### src/source/capture_params.svh
`ifndef CAPTURE_PARAMS_SVH
`define CAPTURE_PARAMS_SVH

// Memory word and pixel widths
`define CAP_WORD_W        32
`define CAP_PIXEL_W       24

// Shared frame memory address width
`define CAP_ADDR_W        7

// Pixels per captured frame
`define CAP_FRAME_WORDS   16

// Region bases inside the frame memory
`define CAP_CAPTURE_BASE  0
`define CAP_SNAPSHOT_BASE 64

`endif

### src/source/cap_pkg.sv
`default_nettype none

`include "capture_params.svh"

package cap_pkg;

    typedef logic [`CAP_WORD_W-1:0]  word_t;
    typedef logic [`CAP_PIXEL_W-1:0] pixel_t;
    typedef logic [`CAP_ADDR_W-1:0]  addr_t;

    // Wide enough to hold the full frame length
    typedef logic [$clog2(`CAP_FRAME_WORDS+1)-1:0] count_t;

    typedef struct packed {
        logic  req;
        logic  we;
        addr_t addr;
        word_t wdata;
    } mem_req_t;

    typedef struct packed {
        logic  rvalid;
        word_t rdata;
    } mem_rsp_t;

    typedef enum logic [1:0] {CAP_IDLE, CAP_ARMED, CAP_WRITING} capture_state_t;

    typedef enum logic [1:0] {COPY_IDLE, COPY_READ, COPY_WAIT, COPY_WRITE} copy_state_t;

endpackage

`default_nettype wire

### src/source/pixel_capture.sv
`default_nettype none

`include "capture_params.svh"

module pixel_capture (
    input  wire logic           ui_clk_i,
    input  wire logic           rst_n_i,
    input  wire logic           capture_i,
    input  wire logic           vsync_i,
    input  wire logic           de_i,
    input  wire cap_pkg::pixel_t rgb_i,
    output cap_pkg::mem_req_t   req_o,
    output logic                capture_busy_o,
    output logic                capture_done_o
);

    localparam cap_pkg::count_t LAST_PIX = cap_pkg::count_t'(`CAP_FRAME_WORDS - 1);

    cap_pkg::capture_state_t state_q;
    cap_pkg::count_t         pix_cnt_q;
    logic                    vsync_q;
    logic                    vsync_rise;
    logic                    pix_we;

    assign vsync_rise = vsync_i && !vsync_q;
    assign pix_we     = (state_q == cap_pkg::CAP_WRITING) && de_i;

    always_ff @(posedge ui_clk_i) begin
        if (!rst_n_i) begin
            state_q        <= cap_pkg::CAP_IDLE;
            pix_cnt_q      <= '0;
            vsync_q        <= 1'b0;
            capture_done_o <= 1'b0;
        end else begin
            vsync_q        <= vsync_i;
            capture_done_o <= 1'b0;
            case (state_q)
                cap_pkg::CAP_IDLE: begin
                    if (capture_i) begin
                        state_q <= cap_pkg::CAP_ARMED;
                    end
                end
                cap_pkg::CAP_ARMED: begin
                    // Frame boundary
                    if (vsync_rise) begin
                        state_q   <= cap_pkg::CAP_WRITING;
                        pix_cnt_q <= '0;
                    end
                end
                cap_pkg::CAP_WRITING: begin
                    if (pix_we) begin
                        pix_cnt_q <= pix_cnt_q + 1'b1;
                        if (pix_cnt_q == LAST_PIX) begin
                            state_q        <= cap_pkg::CAP_IDLE;
                            capture_done_o <= 1'b1;
                        end
                    end
                end
                default: state_q <= cap_pkg::CAP_IDLE;
            endcase
        end
    end

    always_comb begin
        req_o.req   = pix_we;
        req_o.we    = 1'b1;
        req_o.addr  = cap_pkg::addr_t'(`CAP_CAPTURE_BASE) + cap_pkg::addr_t'(pix_cnt_q);
        req_o.wdata = cap_pkg::word_t'(rgb_i);
    end

    assign capture_busy_o = (state_q != cap_pkg::CAP_IDLE);

    // Writes stay inside the capture region of the current frame
    a_write_in_frame: assert property (@(posedge ui_clk_i) disable iff (!rst_n_i)
        req_o.req |-> (state_q == cap_pkg::CAP_WRITING) && (pix_cnt_q <= LAST_PIX));

endmodule

`default_nettype wire

### config.mk
export PLATFORM = sky130hd
export DESIGN_NAME = pixel_capture
export DESIGN_NICKNAME = d
export VERILOG_FILES = /design/src/source/cap_pkg.sv /design/src/source/pixel_capture.sv
export VERILOG_INCLUDE_DIRS = /design/src /design/src/source
export SDC_FILE = /design/constraint.sdc
export NUM_CORES = 1
export LEC_CHECK = 0
export BUFFER_PORTS_ARGS = -buffer_cell sky130_fd_sc_hd__buf_2
export CAP_MARGIN = 10
export CORE_UTILIZATION = 28
export DETAILED_ROUTE_END_ITERATION = 7
export PLACE_DENSITY_LB_ADDON = 0.05
export SYNTH_ARGS = -nofsm -noshare
export SYNTH_HDL_FRONTEND = slang
export SYNTH_SLANG_ARGS = --single-unit
### constraint.sdc
create_clock -name ui_clk_i -period 3.19 [get_ports ui_clk_i]
set_input_delay 0.638 -clock ui_clk_i [delete_from_list [all_inputs] [get_ports ui_clk_i]]
set_output_delay 0.638 -clock ui_clk_i [all_outputs]
set_load 0.05 [all_outputs]
==> impl_metrics.yaml, run 1 <==
die:
  fp-row-count: 17
  core_area_um2: 2280
  die_height_um: 52.0
  die_area_um2: 2700
  die_w_um: 52.0
  start_util_pct: 30.7
  io_pins: 72
hold_path:
  hold_depth: 2
  worst_hold_startpoint: "pix_cnt_q[1]$_SDFFE_PN0P_"
  worstHoldPathType: "flop to flop"
  min_to: "pix_cnt_q[1]$_SDFFE_PN0P_"
clocking:
  cts_hold_buf: 0
  clk_pin_slew_ns: 0.06
  postCtsSetupRepairBufs: 0
  cts.sinks: 9
  cts_buffer_depth: 2
  numCtsBuffers: 3
  postCtsResizedCells: 0
  clk_latency_ns: 0.26
  cts_tree: "done"
  htreeDepth: 1
  cts_root_buffer: "clkbuf_4"
placed_design:
  dp.cells: 97
  dpl_worst_slack_ns: 1.32
  gp_congestion: 0.671
  dp_hpwl_um: 815
  io_buffer_count: 12
yosys:
  synth_edf_count: 0
  synth.avg_cell_area_um2: 8.33
  yosysSeqAreaShare_pct: 25.8
  synth.distinct_cells: 23
  ys_ff_latch: 9
  synthCells: 84
  synth_top_flop_cell: "dfxtp_1"
  synthArstFlopShare_pct: 0
  synth_warnings: 0
  syn_area_um2: 699
finish:
  drive_gt1_share_pct: 24.7
  fillCellCount: 255
  final_nets: 105
  seqCellArea_um2: 180
  fin_cells: 101
  diodes: 0
  multi_input_area_um2: 272
  area_growth_pct: -16.5
timing:
  setup_viol: 0
  fin_setup_tns_ns: 0
  rsz0062_at_grt: "no"
  slew_violations: 0
  fin_skew_ns: 0.00507
  finalCritPeriodShare_pct: 58.4
  finalHoldViolations: 0
  clock.fmax_mhz: 537
  min_period_ns: 1.86
  layout_setup_ws_ns: 1.33
worst_setup_path:
  crit_required_ns: 2.55
  crit_path_frequent_cell: "buf_2"
  cp-start-kind: "primary input"
  worstPathArrival_ns: 1.23
  cpPeakStageDelay_ns: 0.25
  cp_top_family: "buffers and inverters"
  critPathBufInv: 3
  crit_fanout: 9
  rr_startpoint: "pix_cnt_q[0]$_SDFFE_PN0P_"
  r2r-end: "pix_cnt_q[4]$_SDFFE_PN0P_"
  r2r_slack_ns: 1.71
  crit_start: "de_i"
  reg2regPathDepth: 6
  slowest_stage: "buf_2"
  path_class: "primary input to output port"
  cp_cell_sequence: "buf_2, nand3b_4, inv_1, buf_2"
  end_kind: "output port"
pwr:
  power_density_nw_per_um2: 452
  p_leak_nw: 0.284
  peakVddDrop_uv: 111
  finalPower_uw: 264
job:
  cap_violations: 0
routing:
  drtIter0Drc: 3
  drt_pre_antenna_iters: 4
  via_count: 421
  drt-total-wl_mm: 1.08
  ant_nets: 0
  drc: 0
  routed_via_density: 4.17
  wl_per_cell_um: 10.7
global_routing:
  antenna_found_initial: 0
  grt_pass1_wl_mm: 1.60
  grt_pass1_vias: 364
  grt_use_total_pct: 8.51
  grt_max_degree: 10
  gr-total-overflow: 0
run_status:
  status: "finished clean"
## layout make-up
cell class	instances	share of cell area (%)
multi-input cells	45	46.5
flip-flops and latches	9	30.8
repair buffers	12	10.3
well taps	28	6.00
clock buffers	4	4.50
inverters	3	1.93
## metal layers
metal	vias to the layer above	GRT usage (%)	share of wire [%]
met5	-	0	0
met4	0	8.11	3.1
met3	6	2.34	11
met2	25	13.0	44
met1	178	9.27	41
li1	212	-	-
## placed cells by master, fill, tap and decap left out
cell type   n
and3_1      1
nor2b_1     1
nor2_1      3
nor4bb_1    1
nand4b_1    1
or2_2       2
nand3b_1    1
nand3b_4    1
or3b_1      1
nor4_1      1
clkbuf_4    3
a31oi_1     3
a21oi_1     3
buf_2      12
or3_1       1
nand3_1     6
dfxtp_1     9
ha_1        2
nand4bb_1   1
inv_1       3
and2_1      1
clkbuf_1    1
and4_1      1
nand2_1     3
conb_1     11
## worst max path at each step
stage                                end  slack (ns)  cells after the start
4_1_cts                        req_o[40]        1.32                      4
5_1_grt                        req_o[40]        1.27                      3
3_3_place_gp                   req_o[40]        1.32                      4
6_report                       req_o[40]        1.33                      4
3_5_place_dp                   req_o[40]        1.32                      4
2_1_floorplan  pix_cnt_q[4]$_SDFFE_PN0P_        1.47                      6
## tightest hold or removal path, stage by stage, from the launching register on
cell and delay [ns]:
dfxtp_1 0.34, nand3_1 0.07, a21oi_1 0.05
## state kept, by name, indices dropped and copies added (netlist names)
name            count
state_q             2
pix_cnt_q           5
vsync_q             1
capture_done_o      1
## power by group
group | internal (mW) | switching [mW]
logic | 0.00948 | 0.0449
registers | 0.115 | 0.00450
clock network | 0.0483 | 0.0416
## cells by family (layout without fill, tap and decap cells)
group / Yosys count / in the layout / synth area share (%)
buffers and inverters: 39 / 19 / 40.3
other: 2 / 11 / 1.07
and+or+nand+nor: 26 / 26 / 24.5
DFF: 9 / 9 / 25.8
AOI/OAI and AO/OA: 6 / 6 / 4.83
adders and majority gates: 2 / 2 / 3.58
## synthesized netlist by cell type, types with 2 or more instances
cell     count  area, µm²
or2_2        2       12.5
nand3_1      6       30.0
buf_4       36        270
inv_1        3       11.3
dfxtp_1      9        180
a31oi_1      3       18.8
a21oi_1      3       15.0
nand2_1      3       11.3
conb_1       2       7.51
nor2_1       3       11.3
ha_1         2       25.0
## metrics by stage
step	instance area, µm²	util (%)	hold WS, ns
floorplan	733	-	0.472
global placement	558	24.5	0.507
detailed placement	558	24.5	0.502
CTS	584	25.7	0.511
global route	584	25.7	0.534
finish	584	25.7	0.510
No activity file was read; power rests on OpenSTA's default activity.
==> run 2: changes to the inputs <==
==> constraint.sdc (replaced) <==
create_clock -name ui_clk_i -period 1.8 [get_ports ui_clk_i]
set_input_delay 0.36 -clock ui_clk_i [delete_from_list [all_inputs] [get_ports ui_clk_i]]
set_output_delay 0.36 -clock ui_clk_i [all_outputs]
set_load 0.05 [all_outputs]
==> impl_metrics.yaml, run 2 (synthesis gave the netlist of run 1 again) <==
run_status:
  status: "finished clean"
timing:
  finalHoldViolations: 0
  slew_violations: 0
  setup_viol: 0
  fin_skew_ns: 0.00116
  layout_setup_ws_ns: 0.242
  rsz0062_at_grt: "no"
  min_period_ns: 1.56
  hold_ws_ns: 0.336
  finalCritPeriodShare_pct: 86.5
  clock.fmax_mhz: 642
  fin_setup_tns_ns: 0
die:
  die_height_um: 52.0
  core_area_um2: 2280
  fp-row-count: 17
  die_w_um: 52.0
  start_util_pct: 30.7
  die_area_um2: 2700
  io_pins: 72
placed_design:
  io_buffer_count: 12
  post_dp_cell_area_um2: 558
  dpl_worst_slack_ns: 0.339
  gp_congestion: 0.664
  dp.cells: 97
  dp_hpwl_um: 771
finish:
  top_register: "pix_cnt_q"
  drive_gt1_share_pct: 24.7
  final_common_cell: "buf_2"
  multi_input_area_um2: 272
  top_regs: "pix_cnt_q x5, state_q x2"
  final_nets: 105
  fin_cells: 101
  largest_register_ffs: 5
  seqCellArea_um2: 180
  fillCellCount: 243
  final_core_util_pct: 25.7
  diodes: 0
  final_cell_mix: "buf_2 (12), conb_1 (11), dfxtp_1 (9)"
  stdcell_area_um2: 584
  area_growth_pct: -16.5
clocking:
  cts_hold_buf: 0
  clk_latency_ns: 0.26
  cts.sinks: 9
  htreeDepth: 1
  clk_pin_slew_ns: 0.06
  postCtsSetupRepairBufs: 0
  cts_buffer_depth: 2
  cts_root_buffer: "clkbuf_4"
  postCtsResizedCells: 0
  cts_tree: "done"
  numCtsBuffers: 3
pwr:
  internal_power_uw: 307
  pwr-share-comb_pct: 20.8
  p_clk_share_pct: 33.6
  peakVddDrop_uv: 205
  finalPower_uw: 464
  power_density_nw_per_um2: 794
  switching_share_pct: 33.9
  p_seq_share_pct: 45.7
  p_leak_nw: 0.284
  power_switching_uw: 157
routing:
  wl_per_cell_um: 10.3
  drt_pre_antenna_iters: 2
  drtIter0Drc: 4
  drc: 0
  via_count: 428
  drt-total-wl_mm: 1.04
  ant_nets: 0
  routed_via_density: 4.24
worst_setup_path:
  cp-start-kind: "flop"
  slowest_stage: "dfxtp_1"
  end_kind: "output port"
  cpPeakStageDelay_ns: 0.46
  crit_fanout: 9
  worstPathArrival_ns: 1.20
  crit_required_ns: 1.44
  path_class: "flop to output port"
  r2r_slack_ns: 0.33
  cp_cell_sequence: "nand3b_4, inv_1, buf_2"
global_routing:
  grt_pass1_vias: 379
  grt_use_total_pct: 8.44
  grt_pass1_wl_mm: 1.57
  gr-total-overflow: 0
  grt_max_degree: 10
  antenna_found_initial: 0
hold_path:
  worstHoldPathType: "primary input to flop"
job:
  cap_violations: 0
-- run 2: layout make-up --
class	instances	share of cell area, %
flip-flops and latches	9	30.8
multi-input cells	45	46.5
clock buffers	4	4.50
inverters	3	1.93
repair buffers	12	10.3
well taps	28	6.00
-- run 2: final timing paths --
check,endpoint,start,cells past startpoint
worst max-delay path,req_o[40],state_q[1]$_SDFFE_PN0P_,3
worst max register to register,pix_cnt_q[4]$_SDFFE_PN0P_,pix_cnt_q[0]$_SDFFE_PN0P_,6
worst min register to register,state_q[0]$_SDFFE_PN0P_,vsync_q$_SDFF_PN0_,2
worst min-delay path,vsync_q$_SDFF_PN0_,vsync_i,2
-- run 2: routing by layer --
metal,GRT usage [%],vias to the layer above,wire length [µm]
met5,0,-,0
met4,9.46,0,31
met3,2.05,6,109
met2,13.5,25,479
met1,8.39,182,417
li1,-,215,-
-- run 2: worst max-delay path: cells and delay by family (launching register included) --
family        cells  cell delay [ns]
flops             1             0.46
buf+inv           2             0.32
simple gates      1             0.16
-- run 2: power groups by stage --
stage	clock network [mW]	registers [mW]	logic [mW]
floorplan	0	0.217	0.244
global route	0.170	0.213	0.101
CTS	0.163	0.212	0.0966
detailed placement	0	0.217	0.0966
finish	0.156	0.212	0.0963
global placement	0	0.217	0.0977
==> run 3: changes to the inputs <==
--- a/config.mk
+++ b/config.mk
@@ -9,6 +9,7 @@
 export BUFFER_PORTS_ARGS = -buffer_cell sky130_fd_sc_hd__buf_2
 export CAP_MARGIN = 10
 export CORE_UTILIZATION = 28
+export CTS_BUF_LIST = sky130_fd_sc_hd__clkbuf_16
 export DETAILED_ROUTE_END_ITERATION = 7
 export PLACE_DENSITY_LB_ADDON = 0.05
 export SYNTH_ARGS = -nofsm -noshare
==> constraint.sdc (replaced) <==
create_clock -name ui_clk_i -period 1.85 [get_ports ui_clk_i]
set_input_delay 0.37 -clock ui_clk_i [delete_from_list [all_inputs] [get_ports ui_clk_i]]
set_output_delay 0.37 -clock ui_clk_i [all_outputs]
set_load 0.05 [all_outputs]
==> impl_metrics.yaml, run 3 (synthesis gave the netlist of run 1 again) <==
worst_setup_path:
  end_kind: "output port"
  slowest_stage: "dfxtp_1"
  cp_cell_sequence: "nand3b_4, inv_1, buf_2"
  path_class: "flop to output port"
  cp-start-kind: "flop"
  critPathBufInv: 2
  crit_fanout: 9
  crit_required_ns: 1.48
  cpPeakStageDelay_ns: 0.46
  cp_top_family: "flip-flops"
  worstPathArrival_ns: 1.17
timing:
  finalCritPeriodShare_pct: 83.4
  setup_viol: 0
  hold_ws_ns: 0.374
  rsz0062_at_grt: "no"
  min_period_ns: 1.54
  slew_violations: 0
  fin_skew_ns: 0.00329
  finalHoldViolations: 0
  fin_setup_tns_ns: 0
  clock.fmax_mhz: 648
clocking:
  cts_hold_buf: 0
  cts_buffer_depth: 2
  cts.sinks: 9
  clk_latency_ns: 0.24
  postCtsResizedCells: 0
  cts_root_buffer: "clkbuf_16"
  cts_tree: "done"
  htreeDepth: 1
  numCtsBuffers: 3
  postCtsSetupRepairBufs: 0
  clk_pin_slew_ns: 0.04
global_routing:
  gr-total-overflow: 0
  grt_use_total_pct: 9.18
  grt_max_degree: 10
  grt_pass1_wl_mm: 1.70
  antenna_found_initial: 0
  grt_pass1_vias: 383
  use_met2_pct: 12.4
  busiest_layer: "met2"
  met1_usage_pct: 10.3
  grtUsageMet3_pct: 3.80
die:
  die_area_um2: 2700
  fp-row-count: 17
  die_height_um: 52.0
  io_pins: 72
  die_w_um: 52.0
  core_area_um2: 2280
  start_util_pct: 30.7
finish:
  largest_register_ffs: 5
  diodes: 0
  top_regs: "pix_cnt_q x5, state_q x2"
  drive_gt1_share_pct: 24.7
  area_growth_pct: -8.94
  final_nets: 105
  final_common_cell: "buf_2"
  final_core_util_pct: 28.0
  stdcell_area_um2: 637
  top_register: "pix_cnt_q"
  final_cell_mix: "buf_2 (12), conb_1 (11), dfxtp_1 (9)"
routing:
  routed_via_density: 4.33
  wl_per_cell_um: 10.5
  drt-total-wl_mm: 1.06
  drc: 0
  ant_nets: 0
  drtIter0Drc: 1
  via_count: 437
  drt_pre_antenna_iters: 3
pwr:
  peakVddDrop_uv: 384
  power_density_nw_per_um2: 1060
  p_leak_nw: 0.311
hold_path:
  worstHoldPathType: "primary input to flop"
run_status:
  status: "finished clean"
placed_design:
  post_dp_cell_area_um2: 558
  gp_congestion: 0.665
  dp_hpwl_um: 767
  io_buffer_count: 12
job:
  cap_violations: 0
## run 3: stage by stage
| step | total power [mW] | instances | worst slack [ns] |
|---|---|---|---|
| finish | 0.677 | 101 | 0.307 |
| CTS | 0.684 | 101 | 0.309 |
| global placement | 0.306 | 97 | 0.394 |
| detailed placement | 0.305 | 97 | 0.377 |
| floorplan | 0.448 | 93 | 0.126 |
| global route | 0.706 | 101 | 0.246 |
## run 3: layout make-up
class / instances / area [µm²]
repair buffers: 12 / 60.1
fillers: 233 / 1640
well taps: 28 / 35.0
inverters: 3 / 11.3
flip-flops and latches: 9 / 180
multi-input cells: 45 / 272
clock inverters: 1 / 3.75
clock buffers: 3 / 75.1
## run 3: worst register-to-register path, stage by stage (launching register included)
cell	delay [ns]
dfxtp_1	0.34
ha_1	0.22
and3_1	0.19
ha_1	0.26
nor4bb_1	0.27
a31oi_1	0.06
nor2_1	0.09
## run 3: final timing paths
check	to	cells after the start	from	slack, ns
worst max-delay path	req_o[40]	3	state_q[1]$_SDFFE_PN0P_	0.31
worst min-delay path	vsync_q$_SDFF_PN0_	2	vsync_i	0.37
worst max register to register	pix_cnt_q[4]$_SDFFE_PN0P_	6	pix_cnt_q[0]$_SDFFE_PN0P_	0.36
worst min register to register	state_q[0]$_SDFFE_PN0P_	2	vsync_q$_SDFF_PN0_	0.50
## run 3: report_power, final
part	internal (mW)	leakage [nW]	total, mW	switching, mW
Clock	0.282	0.0423	0.376	0.0934
Combinational	0.0164	0.196	0.0937	0.0773
Sequential	0.200	0.0732	0.208	0.00775
Total	0.499	0.311	0.677	0.178
## run 3: routing by layer
layer / wire length, µm / up-vias / share of wire [%]
met1: 449 / 190 / 42
met3: 117 / 7 / 11
li1: - / 214 / -
met5: 0 / - / 0
met4: 43 / 0 / 4.0
met2: 452 / 26 / 43
